[config.mk]
export PLATFORM = sky130hd
export DESIGN_NAME = axil_reg_subsys
export DESIGN_NICKNAME = d
export VERILOG_FILES = /design/src/axil_reg_pkg.sv /design/src/axil_reg_subsys.sv /design/src/axil_req_arbiter.sv /design/src/axil_resp_queue.sv /design/src/reg_access_ctrl.sv /design/src/reg_file_bank.sv
export VERILOG_INCLUDE_DIRS = /design/src /design/src/src
export SDC_FILE = /design/constraint.sdc
export NUM_CORES = 1
export LEC_CHECK = 0
export BUFFER_PORTS_ARGS = -buffer_cell sky130_fd_sc_hd__buf_2
export CAP_MARGIN = 40
export CORE_MARGIN = 2
export CORE_UTILIZATION = 37
export CTS_CLUSTER_DIAMETER = 200
export DETAILED_ROUTE_END_ITERATION = 6
export PLACE_DENSITY_LB_ADDON = 0.05
export SKIP_CTS_REPAIR_TIMING = 1
export SLEW_MARGIN = 20
export SYNTH_ARGS = -nofsm -noshare
export SYNTH_HDL_FRONTEND = slang
export SYNTH_SLANG_ARGS = --single-unit
[constraint.sdc]
create_clock -name clk_i -period 6.2 [get_ports clk_i]
set_clock_uncertainty 0.05 [all_clocks]
set_input_delay 0.93 -clock clk_i [delete_from_list [all_inputs] [get_ports clk_i]]
set_output_delay 0.93 -clock clk_i [all_outputs]
set_load 0.02 [all_outputs]
[src/axil_reg_cfg.svh]
`ifndef AXIL_REG_CFG_SVH
`define AXIL_REG_CFG_SVH

// bus widths
`define AXIL_REG_ADDR_W 32
`define AXIL_REG_DATA_W 32

// register bank depth in 32-bit words
`define AXIL_REG_NUM_REGS 16

// entries in the response queue
`define AXIL_REG_BUF_DEPTH 2

`endif

[src/axil_reg_pkg.sv]
`include "axil_reg_cfg.svh"

package axil_reg_pkg;

  // ##########################################################################
  // enums
  // ##########################################################################

  typedef enum logic {
    OP_READ  = 1'b0,
    OP_WRITE = 1'b1
  } acc_op_e;

  // access controller FSM
  typedef enum logic [1:0] {
    CTRL_IDLE = 2'd0,
    CTRL_WAIT = 2'd1,
    CTRL_HOLD = 2'd2
  } ctrl_state_e;

  // ##########################################################################
  // structs
  // ##########################################################################

  // arbiter output and register bus request, 69 bits
  typedef struct packed {
    acc_op_e                       op;
    logic [`AXIL_REG_ADDR_W-1:0]   addr;
    logic [`AXIL_REG_DATA_W-1:0]   wdata;
    logic [`AXIL_REG_DATA_W/8-1:0] wstrb;
  } reg_req_t;

  typedef struct packed {
    logic [`AXIL_REG_DATA_W-1:0] rdata;
    logic                        error;
  } reg_rsp_t;

  // one completed access, as held in the response queue
  typedef struct packed {
    acc_op_e                     op;
    logic [`AXIL_REG_DATA_W-1:0] rdata;
    logic                        error;
  } axil_resp_t;

  // AXI-Lite response codes
  localparam logic [1:0] RESP_OKAY   = 2'b00;
  localparam logic [1:0] RESP_SLVERR = 2'b10;

endpackage

[src/axil_reg_subsys.sv]
`timescale 1ns/10ps
`include "axil_reg_cfg.svh"

module axil_reg_subsys (
  input  logic                          clk_i,
  input  logic                          rst_n_i,
  input  logic                          awvalid_i,
  output logic                          awready_o,
  input  logic [`AXIL_REG_ADDR_W-1:0]   awaddr_i,
  input  logic                          wvalid_i,
  output logic                          wready_o,
  input  logic [`AXIL_REG_DATA_W-1:0]   wdata_i,
  input  logic [`AXIL_REG_DATA_W/8-1:0] wstrb_i,
  output logic                          bvalid_o,
  input  logic                          bready_i,
  output logic [1:0]                    bresp_o,
  input  logic                          arvalid_i,
  output logic                          arready_o,
  input  logic [`AXIL_REG_ADDR_W-1:0]   araddr_i,
  output logic                          rvalid_o,
  input  logic                          rready_i,
  output logic [`AXIL_REG_DATA_W-1:0]   rdata_o,
  output logic [1:0]                    rresp_o
);
  import axil_reg_pkg::*;

  // stage 1 to stage 2
  logic       acc_valid;
  logic       acc_ready;
  reg_req_t   acc_req;

  // register bus
  logic       reg_valid;
  logic       reg_ready;
  reg_req_t   reg_req;
  reg_rsp_t   reg_rsp;

  // stage 2 to stage 3
  logic       done_valid;
  logic       done_ready;
  axil_resp_t done_entry;

  axil_req_arbiter u_arbiter (
    .clk_i       (clk_i),
    .rst_n_i     (rst_n_i),
    .awvalid_i   (awvalid_i),
    .awready_o   (awready_o),
    .awaddr_i    (awaddr_i),
    .wvalid_i    (wvalid_i),
    .wready_o    (wready_o),
    .wdata_i     (wdata_i),
    .wstrb_i     (wstrb_i),
    .arvalid_i   (arvalid_i),
    .arready_o   (arready_o),
    .araddr_i    (araddr_i),
    .acc_valid_o (acc_valid),
    .acc_req_o   (acc_req),
    .acc_ready_i (acc_ready)
  );

  reg_access_ctrl u_ctrl (
    .clk_i        (clk_i),
    .rst_n_i      (rst_n_i),
    .acc_valid_i  (acc_valid),
    .acc_req_i    (acc_req),
    .acc_ready_o  (acc_ready),
    .reg_valid_o  (reg_valid),
    .reg_req_o    (reg_req),
    .reg_ready_i  (reg_ready),
    .reg_rsp_i    (reg_rsp),
    .done_valid_o (done_valid),
    .done_entry_o (done_entry),
    .done_ready_i (done_ready)
  );

  axil_resp_queue u_resp_queue (
    .clk_i        (clk_i),
    .rst_n_i      (rst_n_i),
    .done_valid_i (done_valid),
    .done_entry_i (done_entry),
    .done_ready_o (done_ready),
    .bvalid_o     (bvalid_o),
    .bresp_o      (bresp_o),
    .bready_i     (bready_i),
    .rvalid_o     (rvalid_o),
    .rdata_o      (rdata_o),
    .rresp_o      (rresp_o),
    .rready_i     (rready_i)
  );

  reg_file_bank u_bank (
    .clk_i       (clk_i),
    .rst_n_i     (rst_n_i),
    .reg_valid_i (reg_valid),
    .reg_req_i   (reg_req),
    .reg_ready_o (reg_ready),
    .reg_rsp_o   (reg_rsp)
  );

endmodule

[src/axil_req_arbiter.sv]
`timescale 1ns/10ps
`include "axil_reg_cfg.svh"

module axil_req_arbiter (
  input  logic                          clk_i,
  input  logic                          rst_n_i,
  input  logic                          awvalid_i,
  output logic                          awready_o,
  input  logic [`AXIL_REG_ADDR_W-1:0]   awaddr_i,
  input  logic                          wvalid_i,
  output logic                          wready_o,
  input  logic [`AXIL_REG_DATA_W-1:0]   wdata_i,
  input  logic [`AXIL_REG_DATA_W/8-1:0] wstrb_i,
  input  logic                          arvalid_i,
  output logic                          arready_o,
  input  logic [`AXIL_REG_ADDR_W-1:0]   araddr_i,
  output logic                          acc_valid_o,
  output axil_reg_pkg::reg_req_t        acc_req_o,
  input  logic                          acc_ready_i
);
  import axil_reg_pkg::*;

  // W decoupling register
  logic                          w_full_q;
  logic [`AXIL_REG_DATA_W-1:0]   w_data_q;
  logic [`AXIL_REG_DATA_W/8-1:0] w_strb_q;

  // one-entry output register
  logic     acc_valid_q;
  reg_req_t acc_req_q;

  logic prefer_rd_q;
  logic out_free;
  logic wr_pending;
  logic rd_pending;
  logic grant_wr;
  logic grant_rd;
  logic w_push;

  // output slot empty or draining this cycle
  assign out_free   = ~acc_valid_q | acc_ready_i;

  // a write is complete once AW sees a buffered W beat
  assign wr_pending = awvalid_i & w_full_q;
  assign rd_pending = arvalid_i;

  // alternate when both are pending
  assign grant_wr = out_free & wr_pending & (~rd_pending | ~prefer_rd_q);
  assign grant_rd = out_free & rd_pending & (~wr_pending | prefer_rd_q);

  assign awready_o = grant_wr;
  assign arready_o = grant_rd;
  // W beat into the buffer, never alongside an AR grant
  assign wready_o  = wvalid_i & ~w_full_q & ~grant_rd;
  assign w_push    = wvalid_i & wready_o;

  assign acc_valid_o = acc_valid_q;
  assign acc_req_o   = acc_req_q;

  always_ff @(posedge clk_i or negedge rst_n_i) begin
    if (!rst_n_i) begin
      w_full_q    <= 1'b0;
      acc_valid_q <= 1'b0;
      prefer_rd_q <= 1'b0;
    end else begin
      if (w_push)
        w_full_q <= 1'b1;
      else if (grant_wr)
        w_full_q <= 1'b0;

      if (grant_wr || grant_rd) begin
        acc_valid_q <= 1'b1;
        // next tie goes to the other kind
        prefer_rd_q <= grant_wr;
      end else if (acc_ready_i) begin
        acc_valid_q <= 1'b0;
      end
    end
  end

  always_ff @(posedge clk_i) begin
    if (w_push) begin
      w_data_q <= wdata_i;
      w_strb_q <= wstrb_i;
    end

    if (grant_wr) begin
      acc_req_q.op    <= OP_WRITE;
      acc_req_q.addr  <= awaddr_i;
      acc_req_q.wdata <= w_data_q;
      acc_req_q.wstrb <= w_strb_q;
    end else if (grant_rd) begin
      acc_req_q.op    <= OP_READ;
      acc_req_q.addr  <= araddr_i;
      acc_req_q.wdata <= '0;
      acc_req_q.wstrb <= '0;
    end
  end

endmodule

[src/axil_resp_queue.sv]
`timescale 1ns/10ps
`include "axil_reg_cfg.svh"

module axil_resp_queue (
  input  logic                        clk_i,
  input  logic                        rst_n_i,
  input  logic                        done_valid_i,
  input  axil_reg_pkg::axil_resp_t    done_entry_i,
  output logic                        done_ready_o,
  output logic                        bvalid_o,
  output logic [1:0]                  bresp_o,
  input  logic                        bready_i,
  output logic                        rvalid_o,
  output logic [`AXIL_REG_DATA_W-1:0] rdata_o,
  output logic [1:0]                  rresp_o,
  input  logic                        rready_i
);
  import axil_reg_pkg::*;

  localparam int DEPTH = `AXIL_REG_BUF_DEPTH;
  localparam int PTR_W = (DEPTH > 1) ? $clog2(DEPTH) : 1;
  localparam int CNT_W = $clog2(DEPTH + 1);

  axil_resp_t       mem_q [DEPTH];
  logic [PTR_W-1:0] wr_ptr_q;
  logic [PTR_W-1:0] rd_ptr_q;
  logic [CNT_W-1:0] count_q;
  axil_resp_t       head;
  logic             empty;
  logic             push;
  logic             pop;

  function automatic logic [PTR_W-1:0] ptr_inc(input logic [PTR_W-1:0] ptr);
    return (ptr == PTR_W'(DEPTH - 1)) ? '0 : ptr + 1'b1;
  endfunction

  assign empty        = (count_q == '0);
  assign done_ready_o = (count_q != CNT_W'(DEPTH));
  assign push         = done_valid_i & done_ready_o;

  // ##########################################################################
  // head entry steered to B or R, strict FIFO order
  // ##########################################################################

  assign head     = mem_q[rd_ptr_q];
  assign bvalid_o = ~empty & (head.op == OP_WRITE);
  assign rvalid_o = ~empty & (head.op == OP_READ);
  assign pop      = (bvalid_o & bready_i) | (rvalid_o & rready_i);

  assign bresp_o  = head.error ? RESP_SLVERR : RESP_OKAY;
  assign rresp_o  = head.error ? RESP_SLVERR : RESP_OKAY;
  assign rdata_o  = head.error ? '0 : head.rdata;

  always_ff @(posedge clk_i or negedge rst_n_i) begin
    if (!rst_n_i) begin
      wr_ptr_q <= '0;
      rd_ptr_q <= '0;
      count_q  <= '0;
    end else begin
      if (push)
        wr_ptr_q <= ptr_inc(wr_ptr_q);
      if (pop)
        rd_ptr_q <= ptr_inc(rd_ptr_q);
      if (push && !pop)
        count_q <= count_q + 1'b1;
      else if (pop && !push)
        count_q <= count_q - 1'b1;
    end
  end

  always_ff @(posedge clk_i) begin
    if (push)
      mem_q[wr_ptr_q] <= done_entry_i;
  end

endmodule

[src/reg_access_ctrl.sv]
`timescale 1ns/10ps

module reg_access_ctrl (
  input  logic                     clk_i,
  input  logic                     rst_n_i,
  input  logic                     acc_valid_i,
  input  axil_reg_pkg::reg_req_t   acc_req_i,
  output logic                     acc_ready_o,
  output logic                     reg_valid_o,
  output axil_reg_pkg::reg_req_t   reg_req_o,
  input  logic                     reg_ready_i,
  input  axil_reg_pkg::reg_rsp_t   reg_rsp_i,
  output logic                     done_valid_o,
  output axil_reg_pkg::axil_resp_t done_entry_o,
  input  logic                     done_ready_i
);
  import axil_reg_pkg::*;

  ctrl_state_e state_q;
  ctrl_state_e state_d;
  reg_req_t    req_q;
  axil_resp_t  entry_q;
  logic        acc_fire;
  logic        reg_fire;

  assign acc_ready_o  = (state_q == CTRL_IDLE);
  assign acc_fire     = acc_valid_i & acc_ready_o;

  // register bus side, request held stable while waiting
  assign reg_valid_o  = (state_q == CTRL_WAIT);
  assign reg_req_o    = req_q;
  assign reg_fire     = reg_valid_o & reg_ready_i;

  assign done_valid_o = (state_q == CTRL_HOLD);
  assign done_entry_o = entry_q;

  always_comb begin
    state_d = state_q;
    case (state_q)
      CTRL_IDLE: if (acc_fire) state_d = CTRL_WAIT;
      CTRL_WAIT: if (reg_fire) state_d = CTRL_HOLD;
      // stays here while the queue is full
      CTRL_HOLD: if (done_ready_i) state_d = CTRL_IDLE;
      default:   state_d = CTRL_IDLE;
    endcase
  end

  always_ff @(posedge clk_i or negedge rst_n_i) begin
    if (!rst_n_i) begin
      state_q <= CTRL_IDLE;
    end else begin
      state_q <= state_d;
    end
  end

  always_ff @(posedge clk_i) begin
    if (acc_fire)
      req_q <= acc_req_i;
    if (reg_fire) begin
      entry_q.op    <= req_q.op;
      entry_q.rdata <= reg_rsp_i.rdata;
      entry_q.error <= reg_rsp_i.error;
    end
  end

endmodule

[src/reg_file_bank.sv]
`timescale 1ns/10ps
`include "axil_reg_cfg.svh"

module reg_file_bank (
  input  logic                   clk_i,
  input  logic                   rst_n_i,
  input  logic                   reg_valid_i,
  input  axil_reg_pkg::reg_req_t reg_req_i,
  output logic                   reg_ready_o,
  output axil_reg_pkg::reg_rsp_t reg_rsp_o
);
  import axil_reg_pkg::*;

  localparam int NUM_REGS = `AXIL_REG_NUM_REGS;
  localparam int IDX_W    = $clog2(NUM_REGS);
  localparam int NUM_B    = `AXIL_REG_DATA_W / 8;

  logic [`AXIL_REG_DATA_W-1:0] regs_q [NUM_REGS];
  logic                        ready_q;
  reg_rsp_t                    rsp_q;
  logic                        access;
  logic                        hit;
  logic [IDX_W-1:0]            idx;

  // one response per request, ready pulses the cycle after valid
  assign access = reg_valid_i & ~ready_q;
  assign idx    = reg_req_i.addr[IDX_W+1:2];
  // inside the bank and word aligned
  assign hit    = (reg_req_i.addr < `AXIL_REG_ADDR_W'(NUM_REGS * 4)) &&
                  (reg_req_i.addr[1:0] == 2'b00);

  assign reg_ready_o = ready_q;
  assign reg_rsp_o   = rsp_q;

  always_ff @(posedge clk_i or negedge rst_n_i) begin
    if (!rst_n_i) begin
      regs_q  <= '{default: '0};
      ready_q <= 1'b0;
    end else begin
      ready_q <= access;
      if (access && hit && reg_req_i.op == OP_WRITE) begin
        // byte merge under wstrb
        for (int b = 0; b < NUM_B; b++) begin
          if (reg_req_i.wstrb[b])
            regs_q[idx][8*b +: 8] <= reg_req_i.wdata[8*b +: 8];
        end
      end
    end
  end

  always_ff @(posedge clk_i) begin
    if (access) begin
      rsp_q.error <= ~hit;
      rsp_q.rdata <= (hit && reg_req_i.op == OP_READ) ? regs_q[idx] : '0;
    end
  end

endmodule

Word-level counts from Yosys, hierarchy flattened. Memories as Yosys holds them, arrays and structs flattened. Cells that the tools add are included.

Register bits after elaboration: 763. RAM bits: 68. Input bits: 107. Output and inout bits: 41. Memories: 1.

Add/sub/neg operators: 4. Magnitude comparators: 3. Eq/ne operators: 6. Mux-type cells: 40. Bitwise logic cells: 32. Reduce and logical (&&, ||, !) cells: 18.

Memories: u_resp_queue.mem_q (words 2, width 34, read ports 1, clocked after Yosys merged registers in 0, wr ports 1, line axil_resp_queue.sv:24) `axil_resp_t mem_q [DEPTH];`.

Operators with widths (number): 512-bit 2-to-1 mux (7); 512-bit bitwise mux (4); 32-bit demux with 4-bit select (4); 68-bit 2-to-1 mux (2); 32-bit binary-select mux with 4-bit select (1); 32-bit 2-to-1 mux (4); 32-bit by 7-bit < comparator with 1-bit output (second input constant) (1); 24-bit 2-to-1 mux (1); 1-bit AND (16); 16-bit 2-to-1 mux (1); 2-bit 2-to-1 mux (6); 1-bit NOT (11); 1-bit 2-to-1 mux (8); 8-bit 2-to-1 mux (1); 2-bit nonzero test (4); 1-bit logical AND (7); 2-bit zero test (3); 2-bit != test (second input constant) (3); 2-bit case mux with 3 select lines (1); 5-bit >= comparator (second input constant) (1); 5-bit by 1-bit < comparator with 1-bit output (second input constant) (1); 4-bit NOT with 5-bit output (1); 1-bit OR (4); 3-bit AND reduction (1); 8 further kinds (10).

Logic depth before layout (Yosys ltp).
Depth after elaboration: 16. Gate-level depth with buffers: 8. Gate-level depth less buffers: 7.

By module. A second synthesis with hierarchy kept.

Cells, all modules: 1974. Area total of the unflattened synthesis: 34808.4 um2.

By module, submodules not included: reg_file_bank (times used 1, cells an instance 1492, area an instance 24696.2 um2); axil_req_arbiter (times used 1, cells an instance 199, area an instance 4078.9 um2); reg_access_ctrl (times used 1, cells an instance 114, area an instance 3201.8 um2); axil_resp_queue (times used 1, cells an instance 169, area an instance 2831.5 um2).

Least setup slack after synthesis. No wires, ideal clock.

Path kind: flip-flop to flip-flop. Start: register u_ctrl.state_q[1]. End: register u_ctrl.state_q[0]. Data arrival time: 6.051 ns. Data required time: 6.054 ns. Path slack: 0.003 ns. Cell stages (with the launch flop): 3. Buffers on the path: 0. Period minus slack after synthesis: 6.197 ns. Path through: dfrtp_1 > nor3b_1 > or2_2.

Word-level cells in the longest chain between the ends: 4. Elaborated cells between the ends (all ways): 10. Those cells by class: eq/ne: 5; mux: 1; bitwise: 2; reduce/logical: 2.

RTL lines: start, declared (line reg_access_ctrl.sv:19) `ctrl_state_e state_q;`; start signal, assigned (line reg_access_ctrl.sv:52) `state_q <= state_d;`; 2-bit zero test (line reg_access_ctrl.sv:26) `assign acc_ready_o = (state_q == CTRL_IDLE);`; 1-bit AND (line reg_access_ctrl.sv:27) `assign acc_fire = acc_valid_i & acc_ready_o;`; via u_ctrl.acc_fire (line reg_access_ctrl.sv:23) `logic acc_fire;`; 2-bit by 1-bit != test with 1-bit output (no source line); 3-bit AND reduction (no source line).

The timed path passes the listed nets, and every way through them passes these cells. A chain may end at the register's enable or synchronous reset.

Final worst setup path.
Start: register u_ctrl.state_q[1]. End: register u_bank.regs_q[511] (netlist name).

Word-level cells in the longest chain between the ends: 4.

RTL lines: 2-bit by 1-bit equality test with 1-bit output (line reg_access_ctrl.sv:30) `assign reg_valid_o = (state_q == CTRL_WAIT);`; 1-bit AND (line reg_file_bank.sv:26) `assign access = reg_valid_i & ~ready_q;`; 1-bit logical AND (2 in a row) (line reg_file_bank.sv:41) `if (access && hit && reg_req_i.op == OP_WRITE) begin`; end signal, assigned by index (line reg_file_bank.sv:45) `regs_q[idx][8*b +: 8] <= reg_req_i.wdata[8*b +: 8];`; end, declared (line reg_file_bank.sv:18) `` logic [`AXIL_REG_DATA_W-1:0] regs_q [NUM_REGS]; ``.

No other way between the ends.

==> metrics <==
run status complete, no violations; fin area roughly 0.040 mm²; pwr dens about 370 mW/mm²; dpl hpwl 52000 µm; Initial DRT Pass Iterations 4; Synth warnings 0; Slew headroom 0.319; initial antenna violation count 8; Synth area leaders dfrtp_1 37%, edfxtp_1 26%, mux2_2 15%, mux4_2 8.2%, nor3_4 2.3%; global-route wire length before repair about 120000 µm; chip height 312 µm; number of diodes 0; Post-Place Cell Area approximately 0.037 mm²; IO buf count 145; area leader, netlist dfrtp_1; Final ANT Viol Nets 0; unrepaired setup endpoints after global routing false; Setup Crit Path Kind flip-flop to flip-flop; Highest Clock Rate around 280 MHz; FF-to-FF path depth 6; worst-path fanout max 34; Die W 312 µm; Layout Nets 2361; Sequential cell area 0.0223 mm²; gpl congestion 0.721; gr ovfl total 0; Pleak 18.0 nW; Clock Path Buffers 3; top-area cell type share of the netlist area 0.372; via count 18300; DR iter-0 viols 1052; EDFF count, synth 308; Peak VDD IR 0.000348 V; most common cell in the netlist dfrtp_1; cell count after synthesis about 2100; synthesized flop and latch total around 830; post-route total power 15.1 mW; CP endpoint kind flip-flop; sequential fraction of the synthesis area 0.636; area of the die ~0.097 mm²; clock sink total between 800 and 900; period utilization 0.581; Initial Utilization 0.375; Netlist cell types 47; cell area after synthesis 0.0351 mm²; CTS clk-pin slew, worst paths 0.06 ns; layout cell share with drive strength beyond 1 0.441; WP data arrival between 4 and 5 ns; Synth top cells by count 522 x dfrtp_1, 465 x mux2_2, 308 x edfxtp_1; Filler Cells Inserted 8352; Clock Tree Root clkbuf_16; IO Pins between 100 and 150; worst hold slack 0.292 ns; largest net degree at the start of global routing 143; Req. time, crit path 6.67 ns; total CTS buffers 92; Hold WC Path Type input port to asynchronous set/reset pin; Fin. Hold Viols 0; Mean Syn Cell Area 16.7 µm²; Final Setup Violations 0; # rows 112; CTS tree done; vias in the first global route 19900; slew at the pin closest to its max-slew limit 1.02 ns; Primary FF master, synth dfrtp_1; multi-input logic area 0.0122 mm²; clock latency on the worst-skew pair 0.65 ns; WL/cell between 20 and 25 µm; htree depth 3; Final Critical Period 3.60 ns; GRT Util Overall 0.167; Setup TNS 0 ns; asr flop ratio synth 0.628; Post-Route WL 79800 µm; DRC viols 0; via/cell ratio 5.09; Area Overhead vs Synth 14.8%; Critical Path Source Type flip-flop; core area 0.0937 mm²; count of maximum capacitance violations 0; Max Slew Vio Count 0
==> metal layers <==
metal | part of all wire | vias up | global-route usage | routed length (µm)
met2 | 0.47 | 369 | 0.270 | 37900
li1 | - | 8207 | - | -
met4 | 0.016 | 0 | 0.0374 | 1260
met1 | 0.47 | 9581 | 0.235 | 37100
met3 | 0.044 | 104 | 0.0328 | 3520
met5 | 0 | - | 0 | 0
==> sequential cells by signal, indices dropped and copies added (netlist names) <==
name / count
u_arbiter.acc_valid_o: 1
u_resp_queue.mem_q: 68
u_arbiter.w_strb_q: 4
u_ctrl.done_entry_o: 34
u_arbiter.acc_req_o: 69
u_bank.reg_ready_o: 1
u_arbiter.prefer_rd_q: 1
u_resp_queue.count_q: 2
u_bank.reg_rsp_o: 33
u_arbiter.w_data_q: 32
u_ctrl.state_q: 2
u_resp_queue.rd_ptr_q: 1
u_resp_queue.wr_ptr_q: 1
u_ctrl.reg_req_o: 69
u_arbiter.w_full_q: 1
u_bank.regs_q: 512
==> per-stage QoR <==
step                      instances   util  worst slack (ns)
final                          3586  0.430              2.60
after global routing           3586  0.430              2.45
after floorplan                2108      -           0.00289
after detailed placement       3410  0.398              2.49
after CTS                      3583  0.429              2.49
after global placement         3399  0.396              2.52
==> final timing paths <==
check / end / slack (ns) / start
hold reg to reg: u_ctrl.reg_req_o[7]$_DFFE_PP_ / 0.36 / u_arbiter.acc_req_o[7]$_SDFFCE_PN0P_
max in group asynchronous: u_bank.regs_q[106]$_DFFE_PN0P_ / 4.40 / rst_n_i
min in group clk_i: u_ctrl.reg_req_o[7]$_DFFE_PP_ / 0.36 / u_arbiter.acc_req_o[7]$_SDFFCE_PN0P_
setup reg to reg: u_bank.regs_q[511]$_DFFE_PN0P_ / 2.60 / u_ctrl.state_q[1]$_DFFE_PN0P_
setup / recovery: u_bank.regs_q[511]$_DFFE_PN0P_ / 2.60 / u_ctrl.state_q[1]$_DFFE_PN0P_
hold / removal: u_bank.regs_q[356]$_DFFE_PN0P_ / 0.29 / rst_n_i
==> layout make-up <==
| class | instances | share of cell area |
|---|---|---|
| inverter | 2 | 0.000186 |
| multi-input combinational | 1135 | 0.303 |
| sequential | 831 | 0.554 |
| clock buffer | 135 | 0.0662 |
| clock inverter | 38 | 0.00695 |
| tap | 1254 | 0.0389 |
| timing repair buffer | 191 | 0.0310 |
==> report_power, final <==
group          internal, mW  switching, mW  leakage [nW]
registers              6.76          0.810          10.2
logic                 0.716           1.52          6.32
clock network          3.10           2.19          1.45
total                  10.6           4.51          18.0
==> cells in the final DEF, fill, tap and decap left out, types with 4 or more instances in the layout <==
| master | Yosys | layout |
|---|---|---|
| nor4bb_1 | 6 | 5 |
| buf_12 | 3 | 10 |
| clkbuf_8 | 0 | 14 |
| or3_1 | 10 | 10 |
| clkinv_2 | 0 | 16 |
| nor3_2 | 4 | 4 |
| clkinv_1 | 0 | 14 |
| nand2_1 | 167 | 166 |
| dfrtp_1 | 522 | 521 |
| and2_1 | 38 | 37 |
| a21oi_1 | 32 | 32 |
| nor2_1 | 39 | 37 |
| buf_4 | 3 | 30 |
| clkbuf_1 | 101 | 26 |
| buf_2 | 8 | 146 |
| nand2b_1 | 4 | 4 |
| edfxtp_1 | 308 | 308 |
| nor3_4 | 50 | 50 |
| clkbuf_16 | 0 | 95 |
| mux2i_1 | 33 | 33 |
| mux2_4 | 40 | 40 |
| mux2_2 | 465 | 465 |
| nor4_1 | 5 | 5 |
| mux2_1 | 9 | 9 |
| mux4_2 | 128 | 128 |
| a22oi_1 | 64 | 64 |
| and4b_1 | 4 | 4 |
==> worst max-delay path, cell delays in order, from the launching register on <==
cell and delay, ns:
dfrtp_1 0.43, or4bb_1 0.59, or4_4 0.65, buf_12 0.27
buf_4 0.37, nor3_2 0.68, mux2_2 0.41
==> cell families after synthesis <==
group                      after synthesis  synth area share
DFF                                    831             0.636
muxes                                  675             0.261
and+or+nand+nor                        351            0.0646
buffers and inverters                  142            0.0180
AOI/OAI and AO/OA                      101            0.0191
xor gates and xnor gates                 5           0.00125
adders and majority gates                1          0.000356
other                                    1          0.000107
(Power assumes the default switching activity.)
